<file path="config.mk">
export PLATFORM = sky130hd
export DESIGN_NAME = parking_tower
export DESIGN_NICKNAME = d
export VERILOG_FILES = /design/src/hdl/parking_pkg.sv /design/src/hdl/request_queue.sv /design/src/hdl/slot_search.sv /design/src/hdl/slot_map.sv /design/src/hdl/fee_meters.sv /design/src/hdl/lift_controller.sv /design/src/hdl/parking_tower.sv
export SDC_FILE = /design/constraint.sdc
export NUM_CORES = 1
export LEC_CHECK = 0
export BUFFER_PORTS_ARGS = -buffer_cell sky130_fd_sc_hd__buf_2
export CAP_MARGIN = 20
export CORE_UTILIZATION = 35
export CTS_CLUSTER_SIZE = 12
export DETAILED_ROUTE_END_ITERATION = 10
export PLACE_DENSITY = 0.54
export SETUP_SLACK_MARGIN = 0.3
export SLEW_MARGIN = 15
export SYNTH_ARGS = -nofsm -noshare
export SYNTH_HDL_FRONTEND = slang
export SYNTH_SLANG_ARGS = --single-unit
</file>
<file path="constraint.sdc">
create_clock -name clock -period 4.71 [get_ports clock]
set_input_delay 0.942 -clock clock [delete_from_list [all_inputs] [get_ports clock]]
set_output_delay 0.942 -clock clock [all_outputs]
set_load 0.005 [all_outputs]
</file>
<file path="src/hdl/parking_pkg.sv">
// Sizes, codes and packed types shared by the parking tower RTL and its testbench
// Referenced by scoped names, e.g. parking_pkg::request_t
package parking_pkg;

	// Tower geometry and widths
	localparam int NUM_FLOORS = 7;
	localparam int PLATE_W = 16;
	localparam int FEE_W = 8;
	localparam int FEE_MAX = 255;
	localparam int QUEUE_DEPTH = 8;
	localparam int QUEUE_PTR_W = $clog2(QUEUE_DEPTH);

	// Plate prefix codes in the top nibble
	localparam logic [3:0] DISABLED_PREFIX = 4'h9;
	localparam logic [3:0] HYBRID_PREFIX = 4'h8;

	// Fee added per cycle of occupancy
	localparam logic [1:0] RATE_STANDARD = 2'd2;
	localparam logic [1:0] RATE_HYBRID = 2'd1;
	localparam logic [1:0] RATE_DISABLED = 2'd0;

	// Zero plate marks an empty slot
	typedef logic [PLATE_W-1:0] plate_t;
	typedef logic [2:0] floor_t;
	typedef logic [FEE_W-1:0] fee_t;
	// Wide enough for all eight odd-floor places
	typedef logic [3:0] count_t;

	typedef enum logic {
		REQ_PARK,
		REQ_RETRIEVE
	} req_kind_t;

	typedef struct packed {
		req_kind_t kind;
		plate_t plate;
	} request_t;

	// Place 0 is left, place 1 is right
	typedef struct packed {
		floor_t floor;
		logic place;
	} slot_addr_t;

	typedef struct packed {
		logic strobe;
		slot_addr_t addr;
		plate_t plate;
	} slot_write_t;

	// Outer index is floor minus one
	typedef plate_t [NUM_FLOORS-1:0][1:0] slot_table_t;

endpackage

</file>
<file path="src/hdl/request_queue.sv">
// Circular FIFO of pending park and retrieve requests in arrival order
// Pushes are dropped while full; the lift pops the head entry
`timescale 1ns/1ps

module request_queue (
	input logic clock,
	input logic reset,
	input logic push,
	input parking_pkg::request_t push_req,
	input logic pop,
	output parking_pkg::request_t head,
	output logic head_valid,
	output logic full
);

	parking_pkg::request_t entries [parking_pkg::QUEUE_DEPTH];
	logic [parking_pkg::QUEUE_PTR_W-1:0] rd_ptr;
	logic [parking_pkg::QUEUE_PTR_W-1:0] wr_ptr;
	logic [parking_pkg::QUEUE_PTR_W:0] count;
	logic do_push;
	logic do_pop;

	function automatic logic [parking_pkg::QUEUE_PTR_W-1:0] ptr_next(
		input logic [parking_pkg::QUEUE_PTR_W-1:0] ptr
	);
		if (ptr == parking_pkg::QUEUE_PTR_W'(parking_pkg::QUEUE_DEPTH - 1)) begin
			return '0;
		end
		return ptr + 1'b1;
	endfunction

	assign full = (count == (parking_pkg::QUEUE_PTR_W + 1)'(parking_pkg::QUEUE_DEPTH));
	assign head_valid = (count != '0);
	assign head = entries[rd_ptr];

	// A full queue still refuses the push even if the head leaves this cycle
	assign do_push = push && !full;
	assign do_pop = pop && head_valid;

	always_ff @(posedge clock) begin
		if (reset) begin
			rd_ptr <= '0;
			wr_ptr <= '0;
			count <= '0;
		end else begin
			if (do_push) begin
				wr_ptr <= ptr_next(wr_ptr);
			end
			if (do_pop) begin
				rd_ptr <= ptr_next(rd_ptr);
			end
			if (do_push && !do_pop) begin
				count <= count + 1'b1;
			end else if (do_pop && !do_push) begin
				count <= count - 1'b1;
			end
		end
	end

	always_ff @(posedge clock) begin
		if (do_push) begin
			entries[wr_ptr] <= push_req;
		end
	end

endmodule

</file>
<file path="src/hdl/slot_search.sv">
// Combinational slot lookup for the head request
// Finds a free place for the plate's class and the place already holding the plate
`timescale 1ns/1ps

module slot_search (
	input parking_pkg::slot_table_t slot_table,
	input parking_pkg::plate_t plate,
	output logic free_found,
	output parking_pkg::slot_addr_t free_addr,
	output logic hit_found,
	output parking_pkg::slot_addr_t hit_addr
);

	logic is_sedan;

	// Plate bit 0 clear means sedan
	assign is_sedan = !plate[0];

	// Scans run top down so the last match is the lowest floor and the left place
	always_comb begin
		free_found = 1'b0;
		free_addr = '0;
		// Odd floors serve SUVs and overflowing sedans
		for (int f = parking_pkg::NUM_FLOORS; f >= 1; f--) begin
			for (int p = 1; p >= 0; p--) begin
				if ((f % 2 == 1) && (slot_table[f-1][p] == '0)) begin
					free_found = 1'b1;
					free_addr.floor = parking_pkg::floor_t'(f);
					free_addr.place = 1'(p);
				end
			end
		end
		// Any free even floor overrides the odd result for a sedan
		for (int f = parking_pkg::NUM_FLOORS; f >= 1; f--) begin
			for (int p = 1; p >= 0; p--) begin
				if (is_sedan && (f % 2 == 0) && (slot_table[f-1][p] == '0)) begin
					free_found = 1'b1;
					free_addr.floor = parking_pkg::floor_t'(f);
					free_addr.place = 1'(p);
				end
			end
		end
	end

	always_comb begin
		hit_found = 1'b0;
		hit_addr = '0;
		for (int f = 1; f <= parking_pkg::NUM_FLOORS; f++) begin
			for (int p = 0; p < 2; p++) begin
				// Zero plate would match every empty place
				if ((plate != '0) && (slot_table[f-1][p] == plate)) begin
					hit_found = 1'b1;
					hit_addr.floor = parking_pkg::floor_t'(f);
					hit_addr.place = 1'(p);
				end
			end
		end
	end

endmodule

</file>
<file path="src/hdl/slot_map.sv">
// Registered plate table of the tower, written only through the lift's slot write
// Also counts the empty places on sedan (even) and SUV (odd) floors
`timescale 1ns/1ps

module slot_map (
	input logic clock,
	input logic reset,
	input parking_pkg::slot_write_t slot_wr,
	output parking_pkg::slot_table_t slot_table,
	output parking_pkg::count_t free_sedan,
	output parking_pkg::count_t free_suv
);

	// Store writes the plate, pickup writes zero
	always_ff @(posedge clock) begin
		if (reset) begin
			slot_table <= '0;
		end else if (slot_wr.strobe) begin
			slot_table[slot_wr.addr.floor - 1'b1][slot_wr.addr.place] <= slot_wr.plate;
		end
	end

	always_comb begin
		free_sedan = '0;
		free_suv = '0;
		for (int f = 1; f <= parking_pkg::NUM_FLOORS; f++) begin
			for (int p = 0; p < 2; p++) begin
				if (slot_table[f-1][p] == '0) begin
					if (f % 2 == 0) begin
						free_sedan = free_sedan + 1'b1;
					end else begin
						free_suv = free_suv + 1'b1;
					end
				end
			end
		end
	end

endmodule

</file>
<file path="src/hdl/fee_meters.sv">
// One saturating fee meter per slot, started by a store and cleared by a pickup
// Readout of the addressed slot includes the current cycle's rate
`timescale 1ns/1ps

module fee_meters (
	input logic clock,
	input logic reset,
	input parking_pkg::slot_write_t slot_wr,
	input parking_pkg::slot_addr_t fee_addr,
	output parking_pkg::fee_t fee_value
);

	parking_pkg::fee_t count [parking_pkg::NUM_FLOORS][2];
	parking_pkg::fee_t count_next [parking_pkg::NUM_FLOORS][2];
	logic occupied [parking_pkg::NUM_FLOORS][2];
	logic [1:0] rate [parking_pkg::NUM_FLOORS][2];

	function automatic logic [1:0] rate_of(input parking_pkg::plate_t plate);
		logic [3:0] prefix;
		prefix = plate[parking_pkg::PLATE_W-1 -: 4];
		if (prefix == parking_pkg::DISABLED_PREFIX) begin
			return parking_pkg::RATE_DISABLED;
		end
		if (prefix == parking_pkg::HYBRID_PREFIX) begin
			return parking_pkg::RATE_HYBRID;
		end
		return parking_pkg::RATE_STANDARD;
	endfunction

	function automatic parking_pkg::fee_t sat_add(
		input parking_pkg::fee_t value,
		input logic [1:0] step
	);
		logic [parking_pkg::FEE_W:0] sum;
		sum = {1'b0, value} + step;
		if (sum > parking_pkg::FEE_MAX) begin
			return parking_pkg::fee_t'(parking_pkg::FEE_MAX);
		end
		return sum[parking_pkg::FEE_W-1:0];
	endfunction

	always_comb begin
		for (int f = 0; f < parking_pkg::NUM_FLOORS; f++) begin
			for (int p = 0; p < 2; p++) begin
				count_next[f][p] = occupied[f][p] ? sat_add(count[f][p], rate[f][p]) : '0;
			end
		end
	end

	assign fee_value = count_next[fee_addr.floor - 1'b1][fee_addr.place];

	always_ff @(posedge clock) begin
		if (reset) begin
			for (int f = 0; f < parking_pkg::NUM_FLOORS; f++) begin
				for (int p = 0; p < 2; p++) begin
					count[f][p] <= '0;
					occupied[f][p] <= 1'b0;
				end
			end
		end else begin
			for (int f = 0; f < parking_pkg::NUM_FLOORS; f++) begin
				for (int p = 0; p < 2; p++) begin
					if (slot_wr.strobe && (slot_wr.addr.floor == parking_pkg::floor_t'(f + 1))
							&& (slot_wr.addr.place == 1'(p))) begin
						// Store starts a fresh meter, pickup stops it
						count[f][p] <= '0;
						occupied[f][p] <= (slot_wr.plate != '0);
					end else begin
						count[f][p] <= count_next[f][p];
					end
				end
			end
		end
	end

	// Rate is latched with the plate class at store
	always_ff @(posedge clock) begin
		for (int f = 0; f < parking_pkg::NUM_FLOORS; f++) begin
			for (int p = 0; p < 2; p++) begin
				if (slot_wr.strobe && (slot_wr.plate != '0)
						&& (slot_wr.addr.floor == parking_pkg::floor_t'(f + 1))
						&& (slot_wr.addr.place == 1'(p))) begin
					rate[f][p] <= rate_of(slot_wr.plate);
				end
			end
		end
	end

endmodule

</file>
<file path="src/hdl/lift_controller.sv">
// Lift FSM: takes the head request in idle, climbs to the slot, stores or picks up,
// then returns to floor 0 and reports the outcome
`timescale 1ns/1ps

module lift_controller (
	input logic clock,
	input logic reset,
	input parking_pkg::request_t head,
	input logic head_valid,
	output logic pop,
	input logic free_found,
	input logic hit_found,
	input parking_pkg::slot_addr_t free_addr,
	input parking_pkg::slot_addr_t hit_addr,
	output parking_pkg::slot_write_t slot_wr,
	output parking_pkg::slot_addr_t fee_addr,
	input parking_pkg::fee_t fee_value,
	output parking_pkg::floor_t current_floor,
	output parking_pkg::plate_t carried_plate,
	output logic park_done,
	output parking_pkg::slot_addr_t park_addr,
	output logic retrieve_done,
	output parking_pkg::fee_t fee,
	output logic reject
);

	typedef enum logic [2:0] {
		S_IDLE,
		S_RISE,
		S_STORE,
		S_PICKUP,
		S_DESCEND
	} lift_state_t;

	lift_state_t state;
	parking_pkg::slot_addr_t target;
	parking_pkg::plate_t job_plate;
	parking_pkg::req_kind_t job_kind;
	parking_pkg::floor_t floor_up;
	logic head_ok;

	// Head is taken only while idle; unservable requests are dropped with reject
	assign pop = head_valid && (state == S_IDLE);
	assign head_ok = (head.kind == parking_pkg::REQ_PARK) ? free_found : hit_found;
	assign reject = pop && !head_ok;

	assign floor_up = current_floor + 1'b1;

	assign slot_wr.strobe = (state == S_STORE) || (state == S_PICKUP);
	assign slot_wr.addr = target;
	assign slot_wr.plate = (state == S_STORE) ? carried_plate : '0;

	assign fee_addr = target;
	assign park_addr = target;
	assign park_done = (state == S_STORE);
	assign retrieve_done = (state == S_DESCEND) && (job_kind == parking_pkg::REQ_RETRIEVE)
		&& (current_floor == parking_pkg::floor_t'(1));

	always_ff @(posedge clock) begin
		if (reset) begin
			state <= S_IDLE;
			current_floor <= '0;
			carried_plate <= '0;
			fee <= '0;
		end else begin
			case (state)
				S_IDLE: begin
					if (pop && head_ok) begin
						state <= S_RISE;
						// A car to park is loaded at the entry level
						if (head.kind == parking_pkg::REQ_PARK) begin
							carried_plate <= head.plate;
						end
					end
				end
				S_RISE: begin
					current_floor <= floor_up;
					if (floor_up == target.floor) begin
						state <= (job_kind == parking_pkg::REQ_PARK) ? S_STORE : S_PICKUP;
					end
				end
				S_STORE: begin
					carried_plate <= '0;
					state <= S_DESCEND;
				end
				S_PICKUP: begin
					// Meter still holds its count in this cycle
					carried_plate <= job_plate;
					fee <= fee_value;
					state <= S_DESCEND;
				end
				S_DESCEND: begin
					current_floor <= current_floor - 1'b1;
					if (current_floor == parking_pkg::floor_t'(1)) begin
						carried_plate <= '0;
						state <= S_IDLE;
					end
				end
				default: begin
					state <= S_IDLE;
				end
			endcase
		end
	end

	always_ff @(posedge clock) begin
		if (pop) begin
			target <= (head.kind == parking_pkg::REQ_PARK) ? free_addr : hit_addr;
			job_plate <= head.plate;
			job_kind <= head.kind;
		end
	end

endmodule

</file>
<file path="src/hdl/parking_tower.sv">
// Top level of the parking tower controller
// Connects the request FIFO, slot search, slot map, fee meters and lift FSM
`timescale 1ns/1ps

module parking_tower (
	input logic clock,
	input logic reset,
	input logic req_valid,
	input parking_pkg::request_t req,
	output logic queue_full,
	output logic park_done,
	output logic retrieve_done,
	output logic reject,
	output parking_pkg::slot_addr_t park_addr,
	output parking_pkg::fee_t fee,
	output parking_pkg::floor_t current_floor,
	output parking_pkg::plate_t carried_plate,
	output parking_pkg::count_t free_sedan,
	output parking_pkg::count_t free_suv
);

	parking_pkg::request_t head;
	logic head_valid;
	logic pop;
	parking_pkg::slot_table_t slot_table;
	logic free_found;
	logic hit_found;
	parking_pkg::slot_addr_t free_addr;
	parking_pkg::slot_addr_t hit_addr;
	parking_pkg::slot_write_t slot_wr;
	parking_pkg::slot_addr_t fee_addr;
	parking_pkg::fee_t fee_value;

	request_queue i_request_queue (
		.clock(clock),
		.reset(reset),
		.push(req_valid),
		.push_req(req),
		.pop(pop),
		.head(head),
		.head_valid(head_valid),
		.full(queue_full)
	);

	slot_search i_slot_search (
		.slot_table(slot_table),
		.plate(head.plate),
		.free_found(free_found),
		.free_addr(free_addr),
		.hit_found(hit_found),
		.hit_addr(hit_addr)
	);

	slot_map i_slot_map (
		.clock(clock),
		.reset(reset),
		.slot_wr(slot_wr),
		.slot_table(slot_table),
		.free_sedan(free_sedan),
		.free_suv(free_suv)
	);

	fee_meters i_fee_meters (
		.clock(clock),
		.reset(reset),
		.slot_wr(slot_wr),
		.fee_addr(fee_addr),
		.fee_value(fee_value)
	);

	lift_controller i_lift_controller (
		.clock(clock),
		.reset(reset),
		.head(head),
		.head_valid(head_valid),
		.pop(pop),
		.free_found(free_found),
		.hit_found(hit_found),
		.free_addr(free_addr),
		.hit_addr(hit_addr),
		.slot_wr(slot_wr),
		.fee_addr(fee_addr),
		.fee_value(fee_value),
		.current_floor(current_floor),
		.carried_plate(carried_plate),
		.park_done(park_done),
		.park_addr(park_addr),
		.retrieve_done(retrieve_done),
		.fee(fee),
		.reject(reject)
	);

endmodule

</file>
# --- Yosys cells after proc, flatten, opt, wreduce, memory -nomap -nowiden ---
# Memories as Yosys holds them, arrays and structs flattened. A register that Yosys moved wholly into a read port is not among the register bits.
# Index checks and enable logic that the tools add are counted.
totals:
  n_memories: 4
  in_bits: 20
  ff_bits: 285
  elab_cells: 701
  out_inout_bits: 43
  mem_bits_rw: 290
classes:
  magnitude_cmp: 20
  n_eq_ne: 36
  add_sub_neg: 33
  n_mux: 428
  n_reduce_logical: 110
  bitwise_logic: 45
mem_list:
  columns: ["memory", "words", "width", "rd", "rd_ports_with_merged_regs", "wr", "line_no", "source"]
  rows:
  - ["i_request_queue.entries", 8, 17, 1, 1, 1, "request_queue.sv:16", "parking_pkg::request_t entries [parking_pkg::QUEUE_DEPTH];"]
  - ["i_fee_meters.count", 7, 16, 7, 0, 7, "fee_meters.sv:13", "parking_pkg::fee_t count [parking_pkg::NUM_FLOORS][2];"]
  - ["i_fee_meters.rate", 7, 4, 7, 0, 1, "fee_meters.sv:16", "logic [1:0] rate [parking_pkg::NUM_FLOORS][2];"]
  - ["i_fee_meters.occupied", 7, 2, 7, 0, 7, "fee_meters.sv:15", "logic occupied [parking_pkg::NUM_FLOORS][2];"]
op_table:
  columns: ["operator", "count"]
  rows:
  - ["$mux W8", 73]
  - ["$mux W1", 226]
  - ["$bwmux W224", 1]
  - ["$eq A16 B16 Y1", 14]
  - ["$logic_not A16 Y1", 14]
  - ["$mux W4", 43]
  - ["$add A8 B2 Y9", 14]
  - ["$gt A9 B8 Y1 const B", 14]
  - ["$mux W16", 7]
  - ["$mux W2", 52]
  - ["$demux W32 S3", 1]
  - ["$logic_and A1 B1 Y1", 74]
  - ["$pmux W16 S4", 1]
  - ["$mux W3", 19]
  - ["$bmux W16 S3", 1]
  - ["$add A4 B1 Y4 const B", 11]
  - ["$or A1 B1 Y1", 42]
  - ["$mux W32", 1]
  - ["$reduce_bool A16 Y1", 2]
  - ["$reduce_or A4 Y1", 6]
  - ["$eq A3 B3 Y1 const B", 7]
  - ["$demux W16 S1", 1]
  - ["$eq A3 B2 Y1 const B", 4]
  - ["$eq A4 B4 Y1 const B", 3]
  - ["27 further kinds", 41]

# --- Depth between registers and ports, before layout ---
logic_depth:
  depth_word: 20
  depth_mapped: 20
  ltp_nobuf: 20

# --- Hierarchy ---
# Synthesis repeated with hierarchy kept, for this count alone.
unflattened:
  hier_cells: 3142
  area_unflattened_um2: 30743.2
modules_own_cells:
  columns: ["module", "seq_area_each_um2", "area_each_um2", "n_inst", "cells_each"]
  rows:
  - ["slot_map", 4484.3, 9372.7, 1, 1217]
  - ["fee_meters", 4544.4, 9334.0, 1, 938]
  - ["request_queue", 4344.2, 5860.6, 1, 274]
  - ["slot_search", 0.0, 3634.7, 1, 468]
  - ["lift_controller", 1231.2, 2541.2, 1, 245]

# --- Least setup slack after synthesis ---
# Ideal clock, no wire load.
synth_path:
  path_kind: "register to output"
  start: "reg, netlist name i_slot_map.slot_table[27]"
  end: "out free_suv[2]"
  stages_incl_launch_ff: 19
  setup_slack_ns: -0.215
  path_buffers: 0
  t_arrival_ns: 3.983
  required_ns: 3.768
  cell_sequence: "dfxtp_1 nor4_1 nand4_1 ha_1 xnor2_1 ha_1 mux2_2 ha_1 mux2_2 ha_1 mux2i_1 inv_1 ha_1 nor2_1 a21oi_1 ha_1 nand2_1 xnor2_1 xnor2_1"
synth_via:
  elab_chain_cells: 14
synth_rtl:
  columns: ["item", "line_no", "source"]
  rows:
  - ["$logic_not A16 Y1 (*)", "slot_map.sv:28", "if (slot_table[f-1][p] == '0) begin"]
  - ["$mux W4 (*)", "slot_map.sv:28", null]
  - ["$add A4 B1 Y4", null, null]
  - ["$mux W4 (*)", "slot_map.sv:28", null]
  - ["$add A4 B1 Y4", "slot_map.sv:32", "free_suv = free_suv + 1'b1;"]
  - ["$mux W4 (*)", "slot_map.sv:28", null]
  - ["$add A4 B1 Y4", null, null]
  - ["$mux W4 (*)", "slot_map.sv:28", null]
  - ["$add A4 B1 Y4", "slot_map.sv:32", null]
  - ["$mux W4 (*)", "slot_map.sv:28", null]
  - ["$add A4 B1 Y4", null, null]
  - ["$mux W4 (*)", "slot_map.sv:28", null]
  - ["$add A4 B1 Y4", "slot_map.sv:32", null]
  - ["$mux W4 (*)", "slot_map.sv:28", null]
  - ["end: declaration", "parking_tower.sv:19", "output parking_pkg::count_t free_suv"]
# Mark *: on every way between the ends. The rest lies on a longest branch, timed or not.

# --- Worst setup path in the final report ---
layout_path:
  start: "reg, netlist name i_slot_map.slot_table[6]"
  end: "out free_suv[2]"
layout_via:
  elab_chain_cells: 16
layout_rtl:
  columns: ["item", "line_no"]
  rows:
  - ["$logic_not A16 Y1 (*)", "slot_map.sv:28"]
  - ["$mux W1 (*)", "slot_map.sv:28"]
  - ["$add A1 B1 Y2", "slot_map.sv:32"]
  - ["$mux W4 (*)", "slot_map.sv:28"]
  - ["$add A4 B1 Y4", null]
  - ["$mux W4 (*)", "slot_map.sv:28"]
  - ["$add A4 B1 Y4", "slot_map.sv:32"]
  - ["$mux W4 (*)", "slot_map.sv:28"]
  - ["$add A4 B1 Y4", null]
  - ["$mux W4 (*)", "slot_map.sv:28"]
  - ["$add A4 B1 Y4", "slot_map.sv:32"]
  - ["$mux W4 (*)", "slot_map.sv:28"]
  - ["$add A4 B1 Y4", null]
  - ["$mux W4 (*)", "slot_map.sv:28"]
  - ["$add A4 B1 Y4", "slot_map.sv:32"]
  - ["$mux W4 (*)", "slot_map.sv:28"]
# Marked as above.

==> impl_metrics.tcl <==
set metrics [dict create \
    syn_avg_cell_area_um2 9.38 \
    rows 105 \
    grt_overflow 0 \
    hold_end "i_lift_controller.fee[0]" \
    hpwl_mm 62.7 \
    htree_levels 3 \
    cp_max_fo 2 \
    setup_viol 6 \
    fmax_mhz 180 \
    crit_path_start_kind "flip-flop" \
    crit_buf_inv 4 \
    mostFrequentLayoutCell "nor2_1" \
    regArea_um2 14600 \
    grt_max_degree 128 \
    cp_top_family "adder cells" \
    io_buffers 62 \
    fp.dieH_um 291 \
    place.gp.congestion 0.874 \
    nets 3559 \
    synth_flop_cell "edfxtp_1" \
    dieArea_um2 84800 \
    reg2reg_slack_ns -0.02 \
    rsz0062_at_grt "true" \
    yosysUniqueCellTypes 80 \
    firstDrtPassIters 8 \
    wl_per_cell_um 20.4 \
    violations "negative setup slack" \
    whs_path_depth 2 \
    yosysTopAreaCell "edfxtp_1" \
    min_from "i_lift_controller.fee[0]" \
    p_total_mw 17.5 \
    grt_pass1_wl_mm 140 \
    dpl_cell_area_um2 32300 \
    start_util 0.355 \
    io_pins 63 \
    worstReg2RegEnd "i_lift_controller.state[0]" \
    vias 24100 \
    p_leak_nw 13.4 \
    place_ws_ns -0.340 \
    clock_latency_ns 0.62 \
    max-cap-violations 0 \
    mostFrequentLayoutCells "nor2_1 (687), edfxtp_1 (303), a21oi_1 (300)" \
    cts_root_buf "clkbuf_16" \
    drv_slew 0 \
    drc 0 \
    die-width_um 291 \
    critPathKind "flip-flop to output port" \
    cellPowerDensity_nw_per_um2 485 \
    yosysWarnings 0 \
    grtUsageTotal 0.216 \
    rr_worst_depth 31 \
    core_area_um2 82400 \
    cpMostUsedCell "ha_4" \
    netlist_instances 3119 \
    synth-edff-count 303 \
    critPathRequiredTime_ns 3.77 \
    crit_arrival_ns 4.60 \
    status "finished with violations" \
    layout_min_cycle_time_ns 5.54 \
    ir_worst_vdd_v 0.000279 \
    antenna_found_initial 1 \
    cts_buffers 67 \
    area_growth_pct 23.3 \
    synth.top_cell.area_share 0.311 \
    clkSinkCount 578 \
    min_path_type "flip-flop to flip-flop" \
    worst_pin_slew_ns 1.03 \
    seq_area_frac_synth 0.499 \
    setup_ws_ns -0.832 \
    multi_input_area_um2 14800 \
    finalHoldViolCount 0 \
    cts-root-to-sink-buffers 3 \
    maxSlewHeadroom 0.312 \
    synth.area.top_cells "edfxtp_1 (31%), dfxtp_1 (19%), nor2_1 (8.9%)" \
    synthArstFlopShare 0 \
    endpoint_kind "output port" \
    via_per_inst 5.25 \
    drt_iter0_markers 1742 \
    period_share 1.18 \
    path_cells "nor4_4 > nand4_1 > buf_4 > inv_1 > ha_2 > nand2_1 > o21ai_2 > ha_4 > mux2_4 > ha_4 > mux2_4 > ha_4 > mux2i_4 > inv_2 > ha_4 > nor2_4 > a21oi_4 > ha_4 > nand2_2 > xnor2_2 > xnor2_1 > buf_2" \
    setup_tns_ns -2.57 \
    synth_seq_cells 578 \
    finalWirelength_mm 93.6 \
    final_cell_area_um2 36100 \
    slowest_stage "dfxtp_2" \
    grt_pass1_vias 22600 \
    synthesis.area_um2 29300 \
    ant_nets 0 \
    fillers 7989 \
    cpPeakStageDelay_ns 0.33 \
    cp.depth 22 \
    cts_tree "done" \
    clk_pin_slew_ns 0.06 \
    diodes 0 \
    clock_skew_ns 0.0322 \
    layout-drive-gt1-share 0.174 \
]
## state kept, by name, summed over array words and instances (netlist names), 4 cells and up, named ones only
name and cells:
i_fee_meters.count 112, i_fee_meters.occupied 14, i_fee_meters.rate 28, i_lift_controller.carried_plate 16
i_lift_controller.fee 8, i_lift_controller.fee_addr 4, i_lift_controller.job_plate 16, i_request_queue.count 4
i_request_queue.entries 136, i_slot_map.slot_table 224
## cells in the mapped netlist (all sizes together) (24+ instances only)
cell type / n
nor2: 696
ha: 55
dfxtp: 275
xor2: 77
nor3: 73
buf: 46
nor4: 79
o21ai: 117
nand2: 149
clkbuf: 128
edfxtp: 303
inv: 56
nand3: 61
mux2i: 43
a31oi: 24
o22ai: 34
xnor2: 145
and3: 29
a21oi: 302
nand4: 68
or3: 62
## where the power goes
part | internal [mW] | switching [mW]
clock | 2.95 | 2.19
sequential | 5.66 | 0.206
combinational | 2.73 | 3.76
## layout make-up
class / count / share of cell area
multi-input combinational: 2413 / 0.409
tap: 1070 / 0.0371
sequential: 578 / 0.405
timing repair buffer: 352 / 0.0824
clock inverter: 20 / 0.00558
clock buffer: 103 / 0.0542
inverter: 57 / 0.00638
## metrics by stage
step | utilization | hold slack, ns | std cells
2_1_floorplan | - | 0.453 | 3222
3_3_place_gp | 0.392 | 0.441 | 4376
3_5_place_dp | 0.392 | 0.443 | 4376
4_1_cts | 0.429 | 0.451 | 4549
5_1_grt | 0.438 | 0.469 | 4593
6_report | 0.438 | 0.450 | 4593
## worst max-delay path by stage
stage / startpoint / endpoint / slack, ns
2_1_floorplan: i_slot_map.slot_table[15] / free_suv[2] / -0.005
3_3_place_gp: i_slot_map.slot_table[7] / free_suv[2] / -0.28
3_5_place_dp: i_slot_map.slot_table[6] / free_suv[2] / -0.34
4_1_cts: i_slot_map.slot_table[3] / free_suv[2] / -0.80
5_1_grt: i_slot_map.slot_table[6] / free_suv[2] / -1.02
6_report: i_slot_map.slot_table[6] / free_suv[2] / -0.83
## metal layers
metal	part of all wire	global-route usage
met5	0	0
met2	0.47	0.357
met1	0.44	0.285
met4	0.038	0.0834
met3	0.058	0.0313
## tightest hold or removal path, stage by stage, from the launching register on
cell and delay, ns:
dfxtp_1 0.30, nand2_1 0.05, a21oi_1 0.05
## cells by family (layout without fill, tap and decap cells)
family                     count (synthesis)  in the layout  synth area share
and+or+nand+nor                         1348           1348             0.215
AOI/OAI and AO/OA                        591            591             0.117
DFF                                      578            578             0.499
buffers and inverters                    231            532            0.0333
xor gates and xnor gates                 222            222            0.0664
muxes                                     78             78            0.0353
adders and majority gates                 70             70            0.0338
other                                      1            104          0.000128
## repair_timing
| action | in CTS | in global routing |
|---|---|---|
| endpoints found under the setup margin | 8 | 9 |
| setup buffers | 49 | 41 |
| hold buffers | 0 | 0 |
| pin swaps | 30 | 39 |
| gates cloned | 1 | 2 |
| endpoints found under the hold margin | 0 | 0 |
| resized for setup | 87 | 77 |
No activity file was read; power rests on OpenSTA's default activity.
